File: src/hw/lcd_params.svh
`ifndef LCD_PARAMS_SVH
`define LCD_PARAMS_SVH

// Command FIFO entries, power of two
`define LCD_FIFO_DEPTH 8

// Bus write cycle timing in CLOCK cycles
`define LCD_SETUP_CYCLES 2 // RS and D settle before EN rises
`define LCD_EN_HIGH_CYCLES 4 // EN pulse width
`define LCD_SHORT_WAIT_CYCLES 6 // Ordinary instruction or data write
`define LCD_LONG_WAIT_CYCLES 40 // Clear and home take much longer

// Fixed line 1 content, exactly 16 characters
`define LCD_LINE1_TEXT "Hello LCD1602   "

// Frame counter runs 0 up to this value then wraps, keep below 100
`define LCD_COUNT_MAX 16

`endif

File: src/hw/lcdPkg.sv
`default_nettype none

package lcdPkg;

	// Selects the RS level of a bus write
	typedef enum logic
	{
		cmdInstr = 1'b0, // RS low, instruction register
		cmdData = 1'b1 // RS high, DDRAM data
	} lcdCmdKind_t;

	// Screen writer phases
	typedef enum logic [2:0]
	{
		wrInit, // Power-up instruction sequence
		wrLine1Addr, // Set DDRAM address 0x00
		wrLine1Char,
		wrLine2Addr, // Set DDRAM address 0x40
		wrLine2Char,
		wrCountUpdate // One idle cycle per frame
	} writerState_t;

endpackage

`default_nettype wire

File: src/hw/lcdCmdIf.sv
`timescale 1ns/100ps
`default_nettype none

// One LCD command with valid/ready handshake
interface lcdCmdIf;

	logic valid; // Source offers a command
	lcdPkg::lcdCmdKind_t kind; // Instruction or data
	logic [7:0] code; // Instruction byte or character code
	logic ready; // Sink can take it this cycle

	// Holds valid, kind and code until the transfer
	modport source
	(
		output valid,
		output kind,
		output code,
		input ready
	);

	modport sink
	(
		input valid,
		input kind,
		input code,
		output ready
	);

endinterface

`default_nettype wire

File: src/hw/lcdScreenWriter.sv
`timescale 1ns/100ps
`default_nettype none
`include "lcd_params.svh"

module lcdScreenWriter
(
	input logic CLOCK,
	input logic RST_n,
	lcdCmdIf.source cmdOut
);

	localparam int countWidth = $clog2(`LCD_COUNT_MAX + 1);
	localparam logic [127:0] line1Text = `LCD_LINE1_TEXT;

	lcdPkg::writerState_t state;
	logic running; // Low only in the first cycle after reset
	logic [1:0] initIdx; // Step in the init sequence
	logic [3:0] charIdx; // Column within the current line
	logic [countWidth-1:0] count; // Frame counter shown on line 2
	logic [countWidth-1:0] tensVal;
	logic [countWidth-1:0] onesVal;
	logic [127:0] line2Text;
	logic xfer;

	// Decimal digits with leading zero
	assign tensVal = count / countWidth'(10);
	assign onesVal = count % countWidth'(10);
	assign line2Text = {"Count: ", 8'h30 + 8'(tensVal), 8'h30 + 8'(onesVal), "       "};

	assign cmdOut.valid = running && (state != lcdPkg::wrCountUpdate);
	assign xfer = cmdOut.valid && cmdOut.ready;

	// Command for the current position
	always_comb
	begin
		cmdOut.kind = lcdPkg::cmdInstr;
		cmdOut.code = 8'h00;
		case (state)
			lcdPkg::wrInit:
			begin
				case (initIdx)
					2'd0: cmdOut.code = 8'h38; // 8-bit bus, two lines, 5x8 font
					2'd1: cmdOut.code = 8'h0C; // Display on, cursor off
					2'd2: cmdOut.code = 8'h06; // Increment, no shift
					default: cmdOut.code = 8'h01; // Clear
				endcase
			end
			lcdPkg::wrLine1Addr: cmdOut.code = 8'h80;
			lcdPkg::wrLine1Char:
			begin
				cmdOut.kind = lcdPkg::cmdData;
				cmdOut.code = line1Text[{~charIdx, 3'b000} +: 8]; // Leftmost char is MSB byte
			end
			lcdPkg::wrLine2Addr: cmdOut.code = 8'hC0;
			lcdPkg::wrLine2Char:
			begin
				cmdOut.kind = lcdPkg::cmdData;
				cmdOut.code = line2Text[{~charIdx, 3'b000} +: 8];
			end
			default: cmdOut.code = 8'h00; // Count update, nothing offered
		endcase
	end

	// Position only moves on a transfer
	always_ff @(posedge CLOCK or negedge RST_n)
	begin
		if (!RST_n)
		begin
			state <= lcdPkg::wrInit;
			running <= 1'b0;
			initIdx <= 2'd0;
			charIdx <= 4'd0;
			count <= '0;
		end
		else
		begin
			running <= 1'b1;
			case (state)
				lcdPkg::wrInit:
				begin
					if (xfer)
					begin
						initIdx <= initIdx + 2'd1;
						if (initIdx == 2'd3)
							state <= lcdPkg::wrLine1Addr;
					end
				end
				lcdPkg::wrLine1Addr:
				begin
					if (xfer)
						state <= lcdPkg::wrLine1Char;
				end
				lcdPkg::wrLine1Char:
				begin
					if (xfer)
					begin
						charIdx <= charIdx + 4'd1; // Wraps to 0 after column 15
						if (charIdx == 4'd15)
							state <= lcdPkg::wrLine2Addr;
					end
				end
				lcdPkg::wrLine2Addr:
				begin
					if (xfer)
						state <= lcdPkg::wrLine2Char;
				end
				lcdPkg::wrLine2Char:
				begin
					if (xfer)
					begin
						charIdx <= charIdx + 4'd1;
						if (charIdx == 4'd15)
							state <= lcdPkg::wrCountUpdate;
					end
				end
				default:
				begin
					// End of frame
					if (count == countWidth'(`LCD_COUNT_MAX))
						count <= '0;
					else
						count <= count + countWidth'(1);
					state <= lcdPkg::wrLine1Addr;
				end
			endcase
		end
	end

endmodule

`default_nettype wire

File: src/hw/lcdCmdFifo.sv
`timescale 1ns/100ps
`default_nettype none
`include "lcd_params.svh"

module lcdCmdFifo
(
	input logic CLOCK,
	input logic RST_n,
	lcdCmdIf.sink cmdIn,
	lcdCmdIf.source cmdOut
);

	localparam int depth = `LCD_FIFO_DEPTH;
	localparam int ptrWidth = $clog2(depth);

	lcdPkg::lcdCmdKind_t kindMem [depth];
	logic [7:0] codeMem [depth];
	logic [ptrWidth-1:0] wrPtr; // Wraps on its own, depth is a power of two
	logic [ptrWidth-1:0] rdPtr;
	logic [ptrWidth:0] occupancy;
	logic push;
	logic pop;

	assign cmdIn.ready = (occupancy != (ptrWidth + 1)'(depth));
	assign cmdOut.valid = (occupancy != '0);
	assign cmdOut.kind = kindMem[rdPtr]; // Head entry, visible the cycle after its write
	assign cmdOut.code = codeMem[rdPtr];

	assign push = cmdIn.valid && cmdIn.ready;
	assign pop = cmdOut.valid && cmdOut.ready;

	// Storage
	always_ff @(posedge CLOCK)
	begin
		if (push)
		begin
			kindMem[wrPtr] <= cmdIn.kind;
			codeMem[wrPtr] <= cmdIn.code;
		end
	end

	always_ff @(posedge CLOCK or negedge RST_n)
	begin
		if (!RST_n)
		begin
			wrPtr <= '0;
			rdPtr <= '0;
			occupancy <= '0;
		end
		else
		begin
			if (push)
				wrPtr <= wrPtr + ptrWidth'(1);
			if (pop)
				rdPtr <= rdPtr + ptrWidth'(1);
			case ({push, pop})
				2'b10: occupancy <= occupancy + (ptrWidth + 1)'(1);
				2'b01: occupancy <= occupancy - (ptrWidth + 1)'(1);
				default: occupancy <= occupancy; // Both or neither
			endcase
		end
	end

	// Occupancy bounded by depth
	// An underflow would wrap far above depth as well
	assert property (@(posedge CLOCK) disable iff (!RST_n)
		occupancy <= (ptrWidth + 1)'(depth));

	// Head held under back-pressure from the driver
	assert property (@(posedge CLOCK) disable iff (!RST_n)
		(cmdOut.valid && !cmdOut.ready) |=> ($stable(cmdOut.kind) && $stable(cmdOut.code)));

endmodule

`default_nettype wire

File: src/hw/lcdBusDriver.sv
`timescale 1ns/100ps
`default_nettype none
`include "lcd_params.svh"

module lcdBusDriver
(
	input logic CLOCK,
	input logic RST_n,
	lcdCmdIf.sink cmdIn,
	output logic lcdRs,
	output logic lcdRw,
	output logic lcdEn,
	output logic [7:0] lcdData
);

	localparam int cntWidth = $clog2(`LCD_LONG_WAIT_CYCLES + 1);

	typedef enum logic [1:0]
	{
		phIdle,
		phSetup, // RS and D settling
		phEnable, // EN high
		phWait // Controller executing
	} busPhase_t;

	busPhase_t phase;
	logic [cntWidth-1:0] phaseCnt; // Cycles left in this phase, minus one
	lcdPkg::lcdCmdKind_t rsKind;
	logic [7:0] dataReg;
	logic longWait;

	assign cmdIn.ready = (phase == phIdle);
	assign lcdEn = (phase == phEnable);
	assign lcdRw = 1'b0; // Write only, no busy flag polling
	assign lcdRs = (rsKind == lcdPkg::cmdData);
	assign lcdData = dataReg;

	always_ff @(posedge CLOCK or negedge RST_n)
	begin
		if (!RST_n)
		begin
			phase <= phIdle;
			phaseCnt <= '0;
			rsKind <= lcdPkg::cmdInstr;
			dataReg <= 8'h00;
			longWait <= 1'b0;
		end
		else
		begin
			case (phase)
				phIdle:
				begin
					if (cmdIn.valid)
					begin
						rsKind <= cmdIn.kind;
						dataReg <= cmdIn.code;
						// Clear and home need the long execution time
						longWait <= (cmdIn.kind == lcdPkg::cmdInstr) &&
							(cmdIn.code == 8'h01 || cmdIn.code == 8'h02);
						phaseCnt <= cntWidth'(`LCD_SETUP_CYCLES - 1);
						phase <= phSetup;
					end
				end
				phSetup:
				begin
					if (phaseCnt == '0)
					begin
						phaseCnt <= cntWidth'(`LCD_EN_HIGH_CYCLES - 1);
						phase <= phEnable;
					end
					else
						phaseCnt <= phaseCnt - cntWidth'(1);
				end
				phEnable:
				begin
					if (phaseCnt == '0)
					begin
						phaseCnt <= longWait ? cntWidth'(`LCD_LONG_WAIT_CYCLES - 1)
							: cntWidth'(`LCD_SHORT_WAIT_CYCLES - 1);
						phase <= phWait;
					end
					else
						phaseCnt <= phaseCnt - cntWidth'(1);
				end
				default:
				begin
					if (phaseCnt == '0)
						phase <= phIdle; // Ready again next cycle
					else
						phaseCnt <= phaseCnt - cntWidth'(1);
				end
			endcase
		end
	end

	// Bus held from setup through the whole pulse
	assert property (@(posedge CLOCK) disable iff (!RST_n)
		lcdEn |-> ($stable(lcdData) && $stable(lcdRs)));

endmodule

`default_nettype wire

File: src/hw/lcdDisplayTop.sv
`timescale 1ns/100ps
`default_nettype none

module lcdDisplayTop
(
	input logic CLOCK,
	input logic RST_n,
	output logic lcdRs, // H data, L instruction
	output logic lcdRw, // Always write
	output logic lcdEn,
	output logic [7:0] lcdData
);

	lcdCmdIf writerToFifo();
	lcdCmdIf fifoToDriver();

	// Init sequence and frame content
	lcdScreenWriter lcdScreenWriter_i
	(
		.CLOCK(CLOCK),
		.RST_n(RST_n),
		.cmdOut(writerToFifo.source)
	);

	// Absorbs writer bursts while the bus is busy
	lcdCmdFifo lcdCmdFifo_i
	(
		.CLOCK(CLOCK),
		.RST_n(RST_n),
		.cmdIn(writerToFifo.sink),
		.cmdOut(fifoToDriver.source)
	);

	lcdBusDriver lcdBusDriver_i
	(
		.CLOCK(CLOCK),
		.RST_n(RST_n),
		.cmdIn(fifoToDriver.sink),
		.lcdRs(lcdRs),
		.lcdRw(lcdRw),
		.lcdEn(lcdEn),
		.lcdData(lcdData)
	);

endmodule

`default_nettype wire

File: config.mk
export PLATFORM = sky130hd
export DESIGN_NAME = lcdDisplayTop
export DESIGN_NICKNAME = d
export VERILOG_FILES = /design/src/hw/lcdPkg.sv /design/src/hw/lcdCmdIf.sv /design/src/hw/lcdScreenWriter.sv /design/src/hw/lcdCmdFifo.sv /design/src/hw/lcdBusDriver.sv /design/src/hw/lcdDisplayTop.sv
export VERILOG_INCLUDE_DIRS = /design/src /design/src/hw
export SDC_FILE = /design/constraint.sdc
export NUM_CORES = 1
export LEC_CHECK = 0
export BUFFER_PORTS_ARGS = -buffer_cell sky130_fd_sc_hd__buf_4
export CORE_ASPECT_RATIO = 0.7
export CORE_MARGIN = 10
export CORE_UTILIZATION = 40
export CTS_CLUSTER_SIZE = 25
export DETAILED_ROUTE_END_ITERATION = 12
export SYNTH_ARGS = -nofsm -noshare
export SYNTH_HDL_FRONTEND = slang
export SYNTH_HIERARCHICAL = 1
export SYNTH_SLANG_ARGS = --single-unit
File: constraint.sdc
create_clock -name CLOCK -period 3.1 [get_ports CLOCK]
set_input_delay 0.62 -clock CLOCK [delete_from_list [all_inputs] [get_ports CLOCK]]
set_output_delay 0.62 -clock CLOCK [all_outputs]
set_load 0.02 [all_outputs]
# Word-level counts from Yosys, hierarchy flattened
# Memories as Yosys holds them, arrays and structs flattened.
# Index checks and enable logic that the tools add are counted.
[totals] regBits=43 latchBits=0 ramBits=72 rom_bits=0 input_bits=2 memories=2
[op_classes] addsub=10 mul=0 div=2 n_lt_le_gt_ge=0 eq_ne=29 shift=2 n_mux=27 n_bitwise=2 reduce_logical=20
[memory_table] memory="lcdCmdFifo_i.codeMem" words=8 word_bits=8 read_ports=1 rd_ports_with_merged_regs=0 wr=1 line_no="lcdCmdFifo.sv:17" rtl="logic [7:0] codeMem [depth];"
[memory_table] memory="lcdCmdFifo_i.kindMem" words=8 word_bits=1 read_ports=1 rd_ports_with_merged_regs=0 wr=1 line_no="lcdCmdFifo.sv:16" rtl="lcdPkg::lcdCmdKind_t kindMem [depth];"
[ops] operator="variable part select 128 x 8 -> 8 bit" count=1
[ops] operator="variable part select 128 x 8 -> 8 bit (first input constant)" count=1
[ops] operator="one-hot mux 8 bit (5 select lines)" count=1
[ops] operator="one-hot mux 6 bit (3 select lines)" count=2
[ops] operator="2-to-1 mux 6 bit" count=5
[ops] operator="2-to-1 mux 3 bit" count=8
[ops] operator="inequality test 2 x 1 -> 1 bit (second input constant)" count=11
[ops] operator="one-hot mux 3 bit (5 select lines)" count=1
[ops] operator="adder 6 x 5 -> 7 bit (first input constant)" count=2
[ops] operator="adder 4 x 1 -> 4 bit (second input constant)" count=2
[ops] operator="== test 2 bit (second input constant)" count=4
[ops] operator="== test 8 x 1 -> 1 bit (second input constant)" count=1
[ops] operator="== test 8 x 2 -> 1 bit (second input constant)" count=1
[ops] operator="2-to-1 mux 2 bit" count=4
[ops] operator="inequality test 4 bit (second input constant)" count=2
[ops] operator="one-hot mux 4 bit (2 select lines)" count=1
[ops] operator="AND reduction 2 bit" count=4
[ops] operator="AND reduction 8 bit" count=1
[ops] operator="adder 3 x 1 -> 3 bit (second input constant)" count=2
[ops] operator="== test 2 x 1 -> 1 bit (second input constant)" count=3
[ops] operator="== test 3 x 2 -> 1 bit (second input constant)" count=2
[ops] operator="logical NOT 6 bit" count=1
[ops] operator="one-hot mux 2 bit (3 select lines)" count=1
[ops] operator="subtractor 6 x 1 -> 6 bit (second input constant)" count=1
[ops] operator="23 further kinds" count=30

# Longest topological paths before layout
[logic_depth] word_depth=5 mapped_depth=9

# Modules after synthesis
# Netlist, hierarchy kept.
[modules_own_cells] module="lcdCmdFifo" n_inst=1 cells_per_inst=169 area_per_inst_um2=3435.8 seq_area_each_um2=2412.3
[modules_own_cells] module="lcdScreenWriter" n_inst=1 cells_per_inst=187 area_per_inst_um2=1503.9 seq_area_each_um2=375.4
[modules_own_cells] module="lcdBusDriver" n_inst=1 cells_per_inst=108 area_per_inst_um2=1082.3 seq_area_each_um2=450.4

# Worst setup path after synthesis
# No wires, ideal clock.
[synth_timing] path_kind="register to register" startpoint="register lcdCmdFifo_i.occupancy[2]" endpoint="register lcdCmdFifo_i.occupancy[3]" setup_ns=0.134 t_arrival_ns=2.574 required_ns=2.966 path_slack_ns=0.393 stages_incl_launch_ff=9 path_buffers=0 cell_sequence="dfrtp_1 or4_4 nand2_1 inv_1 ha_1 ha_1 or4b_2 o311ai_0 o211ai_1"
[synth_between] elab_chain_len=4
[synth_lines] element="from (decl)" line_no="lcdCmdFifo.sv:20" rtl="logic [ptrWidth:0] occupancy;"
[synth_lines] element="from (signal assigned)" line_no="lcdCmdFifo.sv:57" rtl="2'b10: occupancy <= occupancy + (ptrWidth + 1)'(1);"
[synth_lines] element="from (signal assigned)" line_no="lcdCmdFifo.sv:58" rtl="2'b01: occupancy <= occupancy - (ptrWidth + 1)'(1);"
[synth_lines] element="from (signal assigned)" line_no="lcdCmdFifo.sv:59" rtl="default: occupancy <= occupancy;"
[synth_lines] element="nonzero test 4 bit (*)" line_no="lcdCmdFifo.sv:25" rtl="assign cmdOut.valid = (occupancy != '0);"
[synth_lines] element="net fifoToDriver.valid" line_no="lcdCmdIf.sv:7" rtl="logic valid;"
[synth_lines] element="logical AND 1 bit (*)" line_no="lcdCmdFifo.sv:30" rtl="assign pop = cmdOut.valid && cmdOut.ready;"
[synth_lines] element="net lcdCmdFifo_i.pop" line_no="lcdCmdFifo.sv:22" rtl="logic pop;"
[synth_lines] element="== test 2 x 1 -> 1 bit or == test 2 bit (tied branches)" line_no="lcdCmdFifo.sv:56" rtl="case ({push, pop})"
[synth_lines] element="one-hot mux 4 bit (2 select lines) or nonzero test 2 bit (tied branches)"
# The timed path passes the listed nets; every way through them passes the cells marked *.
# A chain may end at the register's enable or synchronous reset.

# Worst setup path in the final report
[layout_timing] startpoint="register lcdScreenWriter_i.state[0]" endpoint="memory lcdCmdFifo_i.codeMem[0][3], data pin"
[layout_between] elab_chain_len=2
[layout_lines] element="from (decl)" line_no="lcdScreenWriter.sv:15" rtl="lcdPkg::writerState_t state;"
[layout_lines] element="from (signal assigned)" line_no="lcdScreenWriter.sv:69" rtl="state <= lcdPkg::wrInit;"
[layout_lines] element="from (signal assigned)" line_no="lcdScreenWriter.sv:85" rtl="state <= lcdPkg::wrLine1Addr;"
[layout_lines] element="from (signal assigned)" line_no="lcdScreenWriter.sv:91" rtl="state <= lcdPkg::wrLine1Char;"
[layout_lines] element="== test 3 bit, or another cell as far along" line_no="lcdScreenWriter.sv:38" rtl="case (state)"
[layout_lines] element="one-hot mux 8 bit (5 select lines) (*)" line_no="lcdScreenWriter.sv:38"
[layout_lines] element="net writerToFifo.code[3]" line_no="lcdCmdIf.sv:9" rtl="logic [7:0] code;"
[layout_lines] element="to (decl)" line_no="lcdCmdFifo.sv:17"
# Marks and branches as above.

==> summary.txt <==
Status
  • Status: finished clean

Power
  • Total power divided by cell area: 1140 nW/µm²
  • Peak VDD IR: around 0.4 mV
  • LEAKAGE: 2.63 nW
  • Clk pwr share: 0.259
  • Combinational share of power: 0.388
  • Pint: 0.00501 W
  • Psw: 0.00285 W
  • Seq pwr share: 0.353
  • Sw frac: 0.362

Clock network
  • Number of CTS-inserted buffers: 17
  • CTS root buffer: clkbuf_16
  • CTS tree: yes
  • Clk pin slew, worst setup/hold paths: around 60 ps
  • Clock Sinks: 115
  • H-Tree Depth: 4
  • Clk buf depth: 2
  • Hold-fix buffers at CTS: 0
  • Clk Latency, worst-skew pair: 400 ps

Place
  • Routability cong.: 0.844
  • PortBufs: 11
  • Dpl hpwl: between 8000 and 9000 µm

Cells and area
  • Register area: 3240 µm²
  • Post-Route Utilization: 0.470
  • Area grow syn2layout: 14.9%
  • Layout cells sized above 1: 0.215
  • Area of the multi-input gates: between 2000 and 3000 µm²
  • Final nets: between 500 and 600
  • # fillers: 1288
  • Antenna Cells: 0

GRT
  • Initial antenna violation count: 0
  • GRT Overall Usage: 0.122
  • GRT overflow: 0
  • First-pass GRT wire length: 20100 µm
  • Largest net degree at the start of global routing: between 40 and 50
  • Vias in the first global route: 3852

Detailed routing
  • Total Wirelength: 12000 µm
  • Routed WL per cell: 17.5 µm
  • Detailed router's first-iteration violation count: 350
  • Vias: 3791
  • TritonRoute pass-1 iters: 6
  • Via density: 5.50
  • DRC violations left: 0
  • Routed Antenna Nets: 0

Yosys
  • Syn avg cell area: 13.0 µm²
  • Post-Synthesis Cells: 464
  • Async S/R FF share, synth: 0.374
  • Yosys reg bits: 115
  • Seq/Total Area, Yosys: 0.538
  • Synth top cells by count: edfxtp_1 (72), dfrtp_1 (43), nand2_1 (29), nor2_1 (27), ha_1 (23)
  • Synth warnings: 6
  • Yosys top cell area share: 0.359
  • Number of synthesized flops with an enable pin: just over 70
  • Post-synthesis net count: 490
  • Mapped Area: 6020 µm²
  • Yosys top cell by area: edfxtp_1
  • Synth cell types: between 70 and 80
  • Main flop type after synthesis: edfxtp_1
  • Synth top area cells: edfxtp_1 (36%), dfrtp_1 (18%), ha_1 (4.8%)
  • Cell with the most instances after synthesis: edfxtp_1

Worst setup path
  • Worst EP required: 3360 ps
  • Worst Setup Path Type: reg -> reg
  • Slowest-stage cell, CP: o311ai_0
  • CP Max Fanout: 14
  • Reg2reg end: lcdCmdFifo_i/codeMem[0][3]
  • R2R Setup Slk: 240 ps
  • Reg-to-Reg Start: lcdScreenWriter_i/state[0]
  • Worst setup SP type: flop
  • Worst path most repeated cell: buf_4
  • Crit. End Element: flop
  • Worst path cell trace: buf_4 -> or3b_1 -> ha_1 -> nor2_1 -> a31oi_1 -> o311ai_0 -> buf_4
  • Worst EP arrival: 3120 ps
  • Worst path max stage delay: a little under 800 ps
  • Cells on worst reg2reg path: 7

Die
  • I/O pin cnt: 13
  • Die Wd: 167 µm
  • Initial Util: 0.409
  • CORE AREA: 14700 µm²
  • Die footprint: 20400 µm²
  • FP Rows: 37
  • Chip height: 123 µm

STA
  • Final Critical Period: ~2900 ps
  • Max Freq: between 0.3 and 0.4 GHz
  • Worst Tran Pin Value: 888 ps
  • Slew headroom: 0.401
  • Final Setup Violations: 0
  • Count of final hold-check violations: 0
  • Unrepaired setup endpoints after global routing: false
  • Tcrit/Tclk final: 0.924
  • Max Slew Vio Count: 0
  • Clk_skew: 10.3 ps
  • TNS Setup: 0 ps

Min path
  • Hold Path Class: in -> async

Flow run
  • Max-cap viol count: 0
## power by group through the flow
stage          combinational (W)  sequential [W]  clock, W
4_1_cts                  0.00305         0.00278   0.00209
3_5_place_dp             0.00304         0.00281         0
3_3_place_gp             0.00294         0.00277         0
6_report                 0.00305         0.00277   0.00204
5_1_grt                  0.00337         0.00285   0.00217
2_1_floorplan            0.00241         0.00262         0
## area by class of cell
class,count,share of cell area
Clock inverter,13,0.0246
Multi-Input combinational cell,300,0.367
Tap cell,195,0.0353
Clock buffer,19,0.0655
Sequential cell,115,0.468
Timing Repair Buffer,26,0.0282
Inverter,21,0.0114
## metal layers
metal | up-vias | share of wire | GRT usage
met5 | - | 0 | 0
met4 | 0 | 0.0063 | 0.0317
li1 | 1806 | - | -
met3 | 8 | 0.042 | 0.0351
met2 | 70 | 0.48 | 0.204
met1 | 1907 | 0.47 | 0.154
## state kept, by name, indices dropped and copies added, names as in the netlist
signal                     flops
lcdCmdFifo_i/codeMem          64
lcdBusDriver_i/lcdData         8
lcdCmdFifo_i/kindMem           8
lcdBusDriver_i/phaseCnt        6
lcdScreenWriter_i/count        5
lcdCmdFifo_i/occupancy         4
lcdScreenWriter_i/charIdx      4
lcdCmdFifo_i/rdPtr             3
lcdCmdFifo_i/wrPtr             3
lcdScreenWriter_i/state        3
lcdBusDriver_i/phase           2
lcdScreenWriter_i/initIdx      2
lcdBusDriver_i/lcdRs           1
lcdBusDriver_i/longWait        1
lcdScreenWriter_i/running      1
## worst max-delay path: cells and delay by family (launching register included)
family,cells,cell delay (ps)
flops,1,370
buf+inv,2,460
simple gates,2,720
compound gates,2,840
fa+ha+maj,1,330
## worst max-delay path by stage
stage / start / end / slack (ps)
2_1_floorplan: lcdCmdFifo_i/occupancy[2] / lcdCmdFifo_i/occupancy[3] / 390
3_3_place_gp: lcdCmdFifo_i/occupancy[2] / lcdCmdFifo_i/occupancy[3] / 290
3_5_place_dp: lcdCmdFifo_i/occupancy[2] / lcdCmdFifo_i/occupancy[3] / 180
4_1_cts: lcdCmdFifo_i/occupancy[2] / lcdCmdFifo_i/occupancy[3] / 170
5_1_grt: lcdCmdFifo_i/occupancy[0] / lcdCmdFifo_i/occupancy[3] / 120
6_report: lcdScreenWriter_i/state[0] / lcdCmdFifo_i/codeMem[0][3] / 240
## repair_timing
| item | 4_1_cts | 5_1_grt |
|---|---|---|
| setup endpoints to repair | 0 | 1 |
| buffers inserted | 0 | 0 |
| resized for setup | 0 | 2 |
## cells by family (layout without fill, tap and decap cells)
family / after synthesis / after routing / synth area share
other cells: 2 / 2 / 0.00125
mux: 43 / 43 / 0.125
xor+xnor: 14 / 14 / 0.0204
simple gates: 119 / 119 / 0.106
compound gates: 95 / 95 / 0.112
flops: 115 / 115 / 0.538
fa+ha+maj: 27 / 27 / 0.0561
buf+inv: 49 / 79 / 0.0413
## cell usage in the layout, fill, tap and decap left out, types with 4 or more instances in the layout
cell type	count
a211oi_1	5
o21ai_0	17
buf_4	26
nand3_1	9
nand4_1	5
inv_1	19
mux4_1	9
nor3b_1	4
nor2b_1	6
nor2_1	27
nand3b_1	5
nand2b_1	8
o31ai_1	5
mux4_2	9
clkbuf_16	17
a21oi_1	17
nor3_1	10
dfrtp_1	43
mux2_2	13
xnor2_1	11
mux2_4	9
inv_6	5
nand2_1	29
edfxtp_1	72
ha_1	21
a31oi_1	5
## through the flow
stage                     cells  instance area, µm²  hold WS, ps  total power [W]  setup WS, ps
after global placement      657                6290          489          0.00571           286
after global routing        689                6920          246          0.00839           117
after detailed placement    657                6290          497          0.00584           178
after CTS                   689                6910          236          0.00792           168
final                       689                6920          209          0.00786           235
after floorplan             464                6020          324          0.00504           393
(Power assumes the default switching activity.)
